$ cat config.mk
export PLATFORM = sky130hd
export DESIGN_NAME = videoTxTop
export DESIGN_NICKNAME = d
export VERILOG_FILES = /design/src/design/videoTxPkg.sv /design/src/design/timingCfgIf.sv /design/src/design/backlightPwm.sv /design/src/design/videoTimingGen.sv /design/src/design/videoTxCsr.sv /design/src/design/videoTxTop.sv
export VERILOG_INCLUDE_DIRS = /design/src /design/src/design
export SDC_FILE = /design/constraint.sdc
export NUM_CORES = 1
export LEC_CHECK = 0
export BUFFER_PORTS_ARGS = -buffer_cell sky130_fd_sc_hd__buf_2
export CORE_UTILIZATION = 45
export DETAILED_ROUTE_END_ITERATION = 10
export HOLD_SLACK_MARGIN = 0.03
export PLACE_DENSITY = 0.59
export SLEW_MARGIN = 40
export SYNTH_ARGS = -nofsm -noshare
export SYNTH_HDL_FRONTEND = slang
export SYNTH_HIERARCHICAL = 1
export SYNTH_SLANG_ARGS = --single-unit
$ cat constraint.sdc
create_clock -name iSysClk -period 5.3 [get_ports iSysClk]
set_input_delay 0.795 -clock iSysClk [delete_from_list [all_inputs] [get_ports iSysClk]]
set_output_delay 0.795 -clock iSysClk [all_outputs]
set_load 0.005 [all_outputs]
$ cat src/design/videoTx_defs.svh
// widths, reset timing and address map constants of the video transmit controller
`ifndef VIDEOTX_DEFS_SVH
`define VIDEOTX_DEFS_SVH

// ------------------------------
// field widths
// ------------------------------
`define H_WIDTH        11   // horizontal counts
`define V_WIDTH        11   // vertical counts
`define PORCH_WIDTH    7    // every porch and pulse field

// ------------------------------
// reset timing, 480x272 panel
// ------------------------------
`define H_DISPLAY_RST  11'd480
`define H_FRONT_RST    7'd8
`define H_BACK_RST     7'd43
`define H_PULSE_RST    7'd30

`define V_DISPLAY_RST  11'd272
`define V_FRONT_RST    7'd12
`define V_BACK_RST     7'd4
`define V_PULSE_RST    7'd10

// ------------------------------
// address map
// ------------------------------
`define CSR_ADR_WIDTH  16     // wbAdr width
`define CSR_BLOCK_BASE 8'h04  // block select in wbAdr[15:8]
`define CSR_OFS_WIDTH  8      // register offset in wbAdr[7:0]

`endif

$ cat src/design/videoTxPkg.sv
// register offsets, raster phases and count types shared across the video transmit blocks
`include "videoTx_defs.svh"

package videoTxPkg;

	typedef logic [`H_WIDTH-1:0] hCount_t;  // display-sized counts
	typedef logic [`V_WIDTH-1:0] vCount_t;
	typedef logic [`H_WIDTH:0]   hSync_t;   // derived counts, one spare bit for the blanking
	typedef logic [`V_WIDTH:0]   vSync_t;

	// word offsets inside the block
	typedef enum logic [`CSR_OFS_WIDTH-1:0] {
		REG_DISPLAY    = 8'h00,
		REG_BACK       = 8'h04,
		REG_FRONT      = 8'h08,
		REG_PULSE      = 8'h0C,
		REG_CTRL       = 8'h10,
		REG_DUTY       = 8'h14,
		REG_SYNC_START = 8'h80,  // read only from here on
		REG_SYNC_END   = 8'h84,
		REG_SYNC_MAX   = 8'h88
	} csrReg_e;

	// where the horizontal counter sits within a line
	typedef enum logic [1:0] {
		H_ACTIVE,
		H_FRONT,
		H_SYNC,
		H_BACK
	} hPhase_e;

endpackage

$ cat src/design/timingCfgIf.sv
// programmed and derived raster counts passed from the register block to the timing generator
interface timingCfgIf;
	import videoTxPkg::*;

	hCount_t hDisplay;
	vCount_t vDisplay;
	hSync_t  hSyncStart;  // display + front
	hSync_t  hSyncEnd;    // last cycle of the pulse
	hSync_t  hSyncMax;    // last cycle of the line
	vSync_t  vSyncStart;
	vSync_t  vSyncEnd;
	vSync_t  vSyncMax;

	modport csr (
		output hDisplay, vDisplay,
		output hSyncStart, hSyncEnd, hSyncMax,
		output vSyncStart, vSyncEnd, vSyncMax
	);

	modport gen (
		input hDisplay, vDisplay,
		input hSyncStart, hSyncEnd, hSyncMax,
		input vSyncStart, vSyncEnd, vSyncMax
	);

endinterface

$ cat src/design/backlightPwm.sv
// free-running 8-bit PWM driving the panel backlight from a duty value
module backlightPwm (
	input  logic       iSysClk,
	input  logic       rst,
	input  logic [7:0] duty,
	output logic       bl
);

	logic [7:0] pwmCnt;  // 256-cycle period

	always_ff @(posedge iSysClk)
	begin
		if (rst)
			pwmCnt <= 8'h00;
		else
			pwmCnt <= pwmCnt + 8'h01;
	end

	// duty 0 stays off, 255 gives 255 of 256 on
	always_ff @(posedge iSysClk)
	begin
		if (rst)
			bl <= 1'b0;
		else
			bl <= (pwmCnt < duty);
	end

endmodule

$ cat src/design/videoTimingGen.sv
// raster counters producing hsync, vsync, data enable and pixel coordinates
`include "videoTx_defs.svh"

module videoTimingGen (
	input  logic                iSysClk,
	input  logic                rst,
	input  logic                timingRst,
	timingCfgIf.gen             cfg,
	output logic                hsync,
	output logic                vsync,
	output logic                de,
	output logic [`H_WIDTH-1:0] pixX,
	output logic [`V_WIDTH-1:0] pixY
);
	import videoTxPkg::*;

	hSync_t hCnt;
	vSync_t vCnt;
	hPhase_e hPhase;
	logic lineEnd;
	logic frameEnd;
	logic cntClr;

	assign cntClr   = rst | timingRst;
	// >= so a shrunk config wraps at once
	assign lineEnd  = (hCnt >= cfg.hSyncMax);
	assign frameEnd = (vCnt >= cfg.vSyncMax);

	// ------------------------------
	// counters
	// ------------------------------
	always_ff @(posedge iSysClk)
	begin
		if (cntClr)
		begin
			hCnt <= '0;
			vCnt <= '0;
		end
		else if (lineEnd)
		begin
			hCnt <= '0;
			vCnt <= frameEnd ? '0 : vCnt + vSync_t'(1);  // one line down
		end
		else
			hCnt <= hCnt + hSync_t'(1);
	end

	// classify the horizontal position
	always_comb
	begin
		if (hCnt < hSync_t'(cfg.hDisplay))
			hPhase = H_ACTIVE;
		else if (hCnt < cfg.hSyncStart)
			hPhase = H_FRONT;
		else if (hCnt <= cfg.hSyncEnd)
			hPhase = H_SYNC;
		else
			hPhase = H_BACK;
	end

	// ------------------------------
	// registered panel outputs
	// ------------------------------
	always_ff @(posedge iSysClk)
	begin
		if (cntClr)
		begin
			hsync <= 1'b0;
			vsync <= 1'b0;
			de    <= 1'b0;
			pixX  <= '0;
			pixY  <= '0;
		end
		else
		begin
			hsync <= (hPhase == H_SYNC);
			vsync <= (vCnt >= cfg.vSyncStart) && (vCnt <= cfg.vSyncEnd);
			de    <= (hPhase == H_ACTIVE) && (vCnt < vSync_t'(cfg.vDisplay));
			pixX  <= hCnt[`H_WIDTH-1:0];
			pixY  <= vCnt[`V_WIDTH-1:0];
		end
	end

	// sync pulse and active video never overlap on the panel
	noSyncInActive: assert property (@(posedge iSysClk) disable iff (rst)
		!(hsync && de));

endmodule

$ cat src/design/videoTxCsr.sv
// Wishbone classic register block holding panel timing, control bits and backlight duty
`include "videoTx_defs.svh"

module videoTxCsr (
	input  logic                      iSysClk,
	input  logic                      rst,
	input  logic                      wbCyc,
	input  logic                      wbStb,
	input  logic                      wbWe,
	input  logic [`CSR_ADR_WIDTH-1:0] wbAdr,
	input  logic [31:0]               wbDatW,
	output logic [31:0]               wbDatR,
	output logic                      wbAck,
	timingCfgIf.csr                   cfg,
	output logic                      timingRst,
	output logic                      displayRst,
	output logic                      dmaEn,
	output logic [7:0]                blDuty
);
	import videoTxPkg::*;

	logic req;       // new access, not yet acked
	logic blockHit;
	logic wrEn;
	csrReg_e regOfs;
	logic [31:0] rdData;

	hCount_t hDisplay;
	vCount_t vDisplay;
	logic [`PORCH_WIDTH-1:0] hFront, hBack, hPulse;
	logic [`PORCH_WIDTH-1:0] vFront, vBack, vPulse;

	assign req      = wbCyc & wbStb & ~wbAck;
	assign blockHit = (wbAdr[15:8] == `CSR_BLOCK_BASE);
	assign wrEn     = req & wbWe & blockHit;
	assign regOfs   = csrReg_e'(wbAdr[`CSR_OFS_WIDTH-1:0]);

	// ------------------------------
	// field registers
	// ------------------------------
	always_ff @(posedge iSysClk)
	begin
		if (rst)
		begin
			hDisplay   <= `H_DISPLAY_RST;
			hFront     <= `H_FRONT_RST;
			hBack      <= `H_BACK_RST;
			hPulse     <= `H_PULSE_RST;
			vDisplay   <= `V_DISPLAY_RST;
			vFront     <= `V_FRONT_RST;
			vBack      <= `V_BACK_RST;
			vPulse     <= `V_PULSE_RST;
			timingRst  <= 1'b1;  // raster held until software releases it
			displayRst <= 1'b1;
			dmaEn      <= 1'b0;
			blDuty     <= 8'h00; // backlight off
		end
		else if (wrEn)
		begin
			case (regOfs)
				REG_DISPLAY:
				begin
					hDisplay <= wbDatW[`H_WIDTH-1:0];
					vDisplay <= wbDatW[16 +: `V_WIDTH];
				end
				REG_BACK:
				begin
					hBack <= wbDatW[`PORCH_WIDTH-1:0];
					vBack <= wbDatW[16 +: `PORCH_WIDTH];
				end
				REG_FRONT:
				begin
					hFront <= wbDatW[`PORCH_WIDTH-1:0];
					vFront <= wbDatW[16 +: `PORCH_WIDTH];
				end
				REG_PULSE:
				begin
					hPulse <= wbDatW[`PORCH_WIDTH-1:0];
					vPulse <= wbDatW[16 +: `PORCH_WIDTH];
				end
				REG_CTRL:
				begin
					timingRst  <= wbDatW[0];
					displayRst <= wbDatW[1];
					dmaEn      <= wbDatW[2];
				end
				REG_DUTY: blDuty <= wbDatW[7:0];
				default: ;  // sync registers are read only
			endcase
		end
	end

	// derived counts, recomputed every cycle from the fields
	always_ff @(posedge iSysClk)
	begin
		cfg.hSyncStart <= hSync_t'(hDisplay) + hSync_t'(hFront);
		cfg.hSyncEnd   <= hSync_t'(hDisplay) + hSync_t'(hFront) + hSync_t'(hPulse) - hSync_t'(1);
		cfg.hSyncMax   <= hSync_t'(hDisplay) + hSync_t'(hFront) + hSync_t'(hPulse)
			+ hSync_t'(hBack) - hSync_t'(1);
		cfg.vSyncStart <= vSync_t'(vDisplay) + vSync_t'(vFront);
		cfg.vSyncEnd   <= vSync_t'(vDisplay) + vSync_t'(vFront) + vSync_t'(vPulse) - vSync_t'(1);
		cfg.vSyncMax   <= vSync_t'(vDisplay) + vSync_t'(vFront) + vSync_t'(vPulse)
			+ vSync_t'(vBack) - vSync_t'(1);
	end

	assign cfg.hDisplay = hDisplay;
	assign cfg.vDisplay = vDisplay;

	// ------------------------------
	// read back and ack
	// ------------------------------
	always_comb
	begin
		rdData = '0;  // unmapped and foreign reads return zero
		if (blockHit)
		begin
			case (regOfs)
				REG_DISPLAY: rdData = {{(16-`V_WIDTH){1'b0}}, vDisplay,
					{(16-`H_WIDTH){1'b0}}, hDisplay};
				REG_BACK:    rdData = {{(16-`PORCH_WIDTH){1'b0}}, vBack,
					{(16-`PORCH_WIDTH){1'b0}}, hBack};
				REG_FRONT:   rdData = {{(16-`PORCH_WIDTH){1'b0}}, vFront,
					{(16-`PORCH_WIDTH){1'b0}}, hFront};
				REG_PULSE:   rdData = {{(16-`PORCH_WIDTH){1'b0}}, vPulse,
					{(16-`PORCH_WIDTH){1'b0}}, hPulse};
				REG_CTRL:    rdData = {29'd0, dmaEn, displayRst, timingRst};
				REG_DUTY:    rdData = {24'd0, blDuty};
				REG_SYNC_START: rdData = {{(15-`V_WIDTH){1'b0}}, cfg.vSyncStart,
					{(15-`H_WIDTH){1'b0}}, cfg.hSyncStart};
				REG_SYNC_END:   rdData = {{(15-`V_WIDTH){1'b0}}, cfg.vSyncEnd,
					{(15-`H_WIDTH){1'b0}}, cfg.hSyncEnd};
				REG_SYNC_MAX:   rdData = {{(15-`V_WIDTH){1'b0}}, cfg.vSyncMax,
					{(15-`H_WIDTH){1'b0}}, cfg.hSyncMax};
				default: rdData = '0;
			endcase
		end
	end

	always_ff @(posedge iSysClk)
	begin
		if (rst)
			wbAck <= 1'b0;
		else
			wbAck <= req;  // every access acked, the bus never hangs
	end

	// data lands together with the ack
	always_ff @(posedge iSysClk)
	begin
		if (req)
			wbDatR <= rdData;
	end

	// a held strobe must not see a second ack
	ackSinglePulse: assert property (@(posedge iSysClk) disable iff (rst)
		wbAck |=> !wbAck);

endmodule

$ cat src/design/videoTxTop.sv
// video transmit controller top with Wishbone register port and parallel RGB panel timing
`include "videoTx_defs.svh"

module videoTxTop (
	input  logic                      iSysClk,
	input  logic                      rst,
	input  logic                      wbCyc,
	input  logic                      wbStb,
	input  logic                      wbWe,
	input  logic [`CSR_ADR_WIDTH-1:0] wbAdr,
	input  logic [31:0]               wbDatW,
	output logic [31:0]               wbDatR,
	output logic                      wbAck,
	output logic                      hsync,
	output logic                      vsync,
	output logic                      de,
	output logic [`H_WIDTH-1:0]       pixX,
	output logic [`V_WIDTH-1:0]       pixY,
	output logic                      bl,
	output logic                      displayRst,
	output logic                      dmaEn
);

	logic timingRst;
	logic [7:0] blDuty;

	timingCfgIf cfgIf ();  // programmed and derived raster counts

	// ------------------------------
	// register block
	// ------------------------------
	videoTxCsr videoTxCsr_inst (
		.iSysClk    (iSysClk),
		.rst        (rst),
		.wbCyc      (wbCyc),
		.wbStb      (wbStb),
		.wbWe       (wbWe),
		.wbAdr      (wbAdr),
		.wbDatW     (wbDatW),
		.wbDatR     (wbDatR),
		.wbAck      (wbAck),
		.cfg        (cfgIf.csr),
		.timingRst  (timingRst),
		.displayRst (displayRst),
		.dmaEn      (dmaEn),
		.blDuty     (blDuty)
	);

	// ------------------------------
	// panel side
	// ------------------------------
	videoTimingGen videoTimingGen_inst (
		.iSysClk   (iSysClk),
		.rst       (rst),
		.timingRst (timingRst),
		.cfg       (cfgIf.gen),
		.hsync     (hsync),
		.vsync     (vsync),
		.de        (de),
		.pixX      (pixX),
		.pixY      (pixY)
	);

	backlightPwm backlightPwm_inst (
		.iSysClk (iSysClk),
		.rst     (rst),
		.duty    (blDuty),
		.bl      (bl)
	);

endmodule

==> key figures, run 1 <==
Status
  • Status: finished clean

Cells and area
  • Post-route insts no fill: about 2000
  • Commonest non-fill, non-tap cell in the layout: dfxtp_1
  • Inserted Diodes: 0
  • # fillers: between 2000 and 3000
  • Footprint of the multi-input gates: 8010 µm²
  • Share of layout cells above drive strength 1: 13.4%
  • Most frequent cells in the layout: dfxtp_1, inv_1, ha_1, nand2_1, a21oi_1
  • Area grow syn2layout: 13.6%
  • Final #Nets: 1855
  • Register area: 4840 µm²

CTS
  • Total clock sinks: 230
  • Register clock-pin slew on the reported worst setup and hold paths: roughly 0.06 ns
  • H-tree levels: 1
  • CTS Buf Count: 26
  • Clock Root Buffer: clkbuf_16
  • Post-CTS Setup Inserts: 0
  • TritonCTS clock tree: yes
  • Latest clock arrival within the worst-skew pair: 0.54 ns
  • Clock Tree Buf Depth: 3
  • Cts hold-fix bufs: 0

Worst setup path
  • Setup CP Type: flop to flop
  • Worst Setup End Kind: flop
  • Arrival @ worst endpoint: 5.33 ns
  • CP most frequent cell: ha_1
  • Startpoint Class: flop
  • Crit-path max cell delay: 0.42 ns
  • Critical-path cell list: ha_1, inv_1, fa_1, nor2b_1, o31a_1, a21oi_1, ha_1, o21ai_0, a21oi_1, a21oi_1, inv_1, ha_1, inv_1, ha_1, o21a_1, o31a_1, o21a_1, o211a_1, mux2i_1, a221oi_1, nor4_2, xnor2_1
  • Worst r2r src: videoTxCsr_inst/cfg.hDisplay[0]
  • Worst Reg-to-Reg Cells: 22
  • Slowest stage cell, crit path: fa_1
  • Crit. Startpoint: videoTxCsr_inst/cfg.hDisplay[0]
  • Critical Path Fanout Max: 4
  • Worst Path Required: 5.77 ns

Global routing
  • Largest net degree at the start of global routing: 86
  • GRT Resource Usage Total: 24.6%
  • Gr ovfl total: 0
  • First-pass GRT wire length: 59800 µm
  • Antenna violations before repair: 0
  • Vias in the first global route: between 10000 and 15000

Placement
  • Placed Cells: 1997
  • Hpwl dp: 28900 µm
  • Gpl congestion: 0.933
  • PortBufs: 95

Flow run
  • Max-Cap Viols: 0

Timing
  • Minimum clock period: 4.87 ns
  • Max Freq: 0.206 GHz
  • WHS: roughly 0.47 ns
  • RSZ-0062 raised after global routing: false
  • Final clock skew: 0.0122 ns
  • Final setup vio count: 0
  • Slew Viols, Final: 0
  • Setup total negative slack: 0 ns
  • Slew Limit Headroom: 43.0%
  • Worst slew pin tran: 0.852 ns
  • Final-report hold violation count: 0
  • Fin crit share: 91.8%

Synthesis
  • Mapped Area: 13700 µm²
  • Register area share after synthesis: a little over a third
  • #FFs+latches synth: 230
  • Mean Syn Cell Area: about 8.9 µm²
  • Yosys warnings: 6
  • Post-synth EDFFs: 24
  • Ys async rst share: 0%
  • Post-Syn Instances: 1542
  • Distinct cell type count after synthesis: 90
  • Synth Flop Type: dfxtp_1

Drt
  • DRT Pass-1 Iters: 6
  • Drt wl/cell: 18.7 µm
  • Post-route DRC: 0
  • Vias/cell: between 5 and 6
  • Routed vias: 11424
  • DRT antenna net count: 0
  • Routed Wire Length: 38300 µm
  • Iteration-0 DRC Markers: approximately 1100

Floorplan
  • CORE AREA: 29800 µm²
  • Die ar.: 31100 µm²
  • Starting Density: a little under half
  • Std cell rows: 63
  • Die width: 176 µm
  • Top Ports: around 110
  • Die height: 176 µm

Hold path
  • Hold Crit Start: wbDatW[24]
  • Worst Hold Path Cells: 2
  • Hold Path Class: input pin to flop

Power
  • Worst vdd ir: roughly 0.00019 V
  • Pwr dens: 244 nW/µm²
  • Leak: 0.00675 µW
-- cells by family after synthesis --
logic type | Yosys count | share of synthesized area (%)
simple gates | 446 | 16.1
compound gates | 357 | 18.3
flops | 230 | 35.4
buf+inv | 228 | 6.65
fa+ha+maj | 167 | 15.6
xor+xnor | 77 | 5.04
mux | 36 | 2.86
other cells | 1 | 0.0274
-- power breakdown --
part	switching [µW]	total [µW]	internal, µW
Combinational	52.0	84.1	32.1
Clock	741	1930	1190
Sequential	4.32	1770	1770
Total	797	3790	2990
-- layer usage --
metal	up-vias	global-route usage [%]	routed length, µm
li1	5635	-	-
met1	5394	37.2	19000
met2	360	36.6	16100
met3	35	3.81	2630
met4	0	4.82	609
met5	-	0	0
-- critical path: cells and delay by family, from the launching register on --
family / cells / cell delay (ns)
flops: 1 / 0.41
simple gates: 2 / 0.49
compound gates: 10 / 1.72
buf+inv: 3 / 0.23
fa+ha+maj: 5 / 1.62
mux: 1 / 0.21
xor+xnor: 1 / 0.14
-- area by class of cell --
type / instances / area share [%]
tap: 390 / 3.14
timing repair buffer: 111 / 3.86
multi-input combinational: 1091 / 51.5
sequential: 230 / 31.2
inverter: 175 / 4.23
clock buffer: 38 / 5.14
clock inverter: 10 / 0.894
-- metrics by stage --
stage | worst slack, ns | total power [µW] | area [µm²] | util, %
6_report | 0.435 | 3790 | 15500 | 52.1
4_1_cts | 0.440 | 3820 | 15500 | 52.1
2_1_floorplan | 1.03 | 1850 | 13700 | -
5_1_grt | 0.0326 | 3890 | 15500 | 52.1
3_3_place_gp | 0.578 | 1890 | 14600 | 48.9
3_5_place_dp | 0.466 | 1890 | 14600 | 48.9
-- cells in the mapped netlist, types with 7 or more instances --
library cell	instances	area share, %
dfxtp_1	206	30
inv_1	174	4.8
ha_1	161	15
nand2_1	158	4.3
nor2_1	107	2.9
a21oi_1	103	3.8
o21ai_0	49	1.8
xnor2_1	49	3.1
clkbuf_1	40	1.1
a21o_1	37	2.0
a222oi_1	32	2.3
xor2_1	26	1.7
edfxtp_1	24	5.3
mux2_2	24	2.0
and2_1	23	1.1
nand3_1	23	0.84
nor3_1	18	0.66
a211oi_1	16	0.88
o21a_1	16	0.88
nand3b_1	14	0.77
nand4_1	14	0.64
a211o_1	12	0.77
mux2i_1	12	0.88
nor2b_1	12	0.55
and3_1	11	0.50
a22oi_1	10	0.55
nand2b_1	10	0.46
a31oi_1	8	0.37
buf_4	8	0.44
nor3b_1	8	0.44
a22o_1	7	0.45
nor4_1	7	0.32
o211ai_1	7	0.38
or3_1	7	0.32
-- flip-flops by register name, indices dropped and copies added (netlist names), 8 cells and up --
signal and count:
videoTxCsr_inst/cfg.hSyncEnd 12, videoTxCsr_inst/cfg.hSyncStart 12, videoTimingGen_inst/pixY 11, backlightPwm_inst/pwmCnt 8
videoTimingGen_inst/pixX 11, videoTxCsr_inst/cfg.hDisplay 11, videoTxCsr_inst/cfg.vDisplay 11, videoTimingGen_inst/vCnt 12
videoTxCsr_inst/cfg.vSyncMax 12, videoTimingGen_inst/hCnt 12, videoTxCsr_inst/cfg.hSyncMax 12, videoTxCsr_inst/cfg.vSyncStart 12
videoTxCsr_inst/wbDatR 24, videoTxCsr_inst/cfg.vSyncEnd 12, videoTxCsr_inst/blDuty 8
-- repair_timing --
| item | in CTS | in global routing |
|---|---|---|
| setup endpoints to repair | 0 | 1 |
| endpoints found under the hold margin | 0 | 0 |
| resized for setup | 0 | 1 |
-- worst paths after layout --
| kind | end | slack, ns |
|---|---|---|
| hold reg to reg | backlightPwm_inst/pwmCnt[0] | 0.48 |
| setup reg to reg | videoTxCsr_inst/cfg.hSyncMax[11] | 0.43 |
| setup / recovery | videoTxCsr_inst/cfg.hSyncMax[11] | 0.43 |
| hold / removal | videoTxCsr_inst/cfg.vDisplay[8] | 0.47 |
Note: power is estimated with default switching activity, not from simulation.
==> inputs of run 2 (changes only) <==
--- a/config.mk
+++ b/config.mk
@@ -12,3 +12,3 @@
 export HOLD_SLACK_MARGIN = 0.03
-export PLACE_DENSITY = 0.59
+export PLACE_DENSITY_LB_ADDON = 0.25
 export SLEW_MARGIN = 40
--- a/constraint.sdc
+++ b/constraint.sdc
@@ -3,2 +3,2 @@
 set_output_delay 0.795 -clock iSysClk [all_outputs]
-set_load 0.005 [all_outputs]
+set_load 0.1 [all_outputs]
==> key figures, run 2 (synthesis results as in run 1) <==
Timing
  • Worst slew pin tran: about 0.9 ns
  • Setup total negative slack: 0 ns
  • Final setup vio count: 0
  • Slew Limit Headroom: 40.6%
  • Final-report hold violation count: 0
  • Fin crit share: 92.3%
  • RSZ-0062 raised after global routing: false
  • Max Freq: 0.205 GHz
  • Minimum clock period: 4.89 ns
  • Slew Viols, Final: 0
  • Final clock skew: 0.0164 ns

Worst setup path
  • Setup CP Type: flop to flop
  • Arrival @ worst endpoint: 5.35 ns
  • Worst Setup End Kind: flop
  • Startpoint Class: flop
  • Critical Path Fanout Max: 4
  • Worst Path Required: approximately 5.8 ns

Floorplan
  • CORE AREA: 29800 µm²
  • Std cell rows: 63
  • Top Ports: ~110
  • Die height: 176 µm
  • Die width: 176 µm
  • Die ar.: 31100 µm²
  • Starting Density: 45.9%

CTS
  • H-tree levels: 1
  • Cts hold-fix bufs: 0
  • Register clock-pin slew on the reported worst setup and hold paths: roughly 0.06 ns
  • Post-cts sizing count: 0
  • Latest clock arrival within the worst-skew pair: 0.55 ns
  • CTS Buf Count: 26
  • Clock Root Buffer: clkbuf_16
  • Post-CTS Setup Inserts: 0
  • Clock Tree Buf Depth: 3
  • TritonCTS clock tree: yes
  • Total clock sinks: 230

Power
  • Leak: 0.00671 µW
  • Pwr dens: 248 nW/µm²
  • Power Total: 3830 µW
  • Worst vdd ir: between 0.0002 and 0.0003 V

Hold path
  • Hold Path Class: input pin to flop

Global routing
  • GRT Resource Usage Total: 24.7%
  • Gr ovfl total: 0
  • First-pass GRT wire length: roughly 60000 µm
  • Vias in the first global route: 10866
  • Antenna violations before repair: 1
  • Largest net degree at the start of global routing: 78

Placement
  • Gpl congestion: between 0.8 and 0.9
  • PortBufs: 95
  • Hpwl dp: 29200 µm
  • Placed Cells: 1994

Drt
  • DRT antenna net count: 0
  • Routed vias: 11498
  • Vias/cell: 5.63
  • Post-route DRC: 0
  • Routed Wire Length: 38500 µm
  • Drt wl/cell: ~19 µm
  • DRT Pass-1 Iters: 8
  • Iteration-0 DRC Markers: roughly 1300

Cells and area
  • Commonest non-fill, non-tap cell in the layout: dfxtp_1
  • Inserted Diodes: 0
  • Post-route insts no fill: 2042
  • Area grow syn2layout: 13.2%
  • Final #Nets: 1852
  • Most frequent cells in the layout: dfxtp_1, inv_1, ha_1, nand2_1, a21oi_1
  • Share of layout cells above drive strength 1: a little over an eighth
  • Max reg flops: 24
  • Top reg by flops: videoTxCsr_inst/wbDatR

Flow run
  • Max-Cap Viols: 0

Status
  • Status: finished clean
run 2: layer usage:
metal	wire length [µm]	global-route usage, %
met5	8	0
met4	801	6.05
met3	2800	4.03
met2	16300	37.7
met1	18600	35.8
run 2: path summary, 6_finish.rpt:
path | from | end | slack [ns] | cells past startpoint
max | videoTxCsr_inst/cfg.hDisplay[0] | videoTxCsr_inst/cfg.hSyncMax[11] | 0.41 | 22
min | wbDatW[24] | videoTxCsr_inst/cfg.vDisplay[8] | 0.46 | 2
min reg2reg | videoTxCsr_inst/vFront[4] | videoTxCsr_inst/vFront[4] | 0.48 | 2
max reg2reg | videoTxCsr_inst/cfg.hDisplay[0] | videoTxCsr_inst/cfg.hSyncMax[11] | 0.41 | 22
run 2: stage by stage:
stage	setup WS, ns	util, %	hold slack, ns	instance area [µm²]
detailed placement	0.525	48.8	0.471	14600
global placement	0.570	48.8	0.463	14500
global route	0.0362	51.9	0.450	15500
floorplan	1.03	-	0.442	13700
CTS	0.487	51.9	0.442	15500
finish	0.410	51.9	0.461	15500
run 2: layout make-up:
type | instances | area [µm²]
multi-input cells | 1091 | 8000
inverters | 175 | 657
fillers | 2831 | 14300
well taps | 390 | 488
clock buffers | 35 | 778
flip-flops and latches | 230 | 4840
clock inverters | 13 | 138
repair buffers | 108 | 573
run 2: where the power goes:
part           internal [µW]  leakage [µW]  switching (µW)
Combinational           31.8       0.00437             128
Sequential              1770       0.00189            4.91
Clock                   1130      0.000454             768
Total                   2930       0.00671             901
run 2: critical path: stages (launching register included):
cell	delay (ns)
dfxtp_1	0.40
ha_1	0.25
inv_1	0.07
fa_1	0.40
nor2b_1	0.16
o31a_1	0.21
a21oi_1	0.09
ha_1	0.34
o21ai_0	0.17
a21oi_1	0.13
a21oi_1	0.25
inv_1	0.11
ha_1	0.28
inv_1	0.04
ha_1	0.34
o21a_1	0.20
o31a_1	0.12
o21a_1	0.18
o211a_1	0.20
mux2i_1	0.22
a221oi_1	0.13
nor4_1	0.36
xnor2_1	0.16
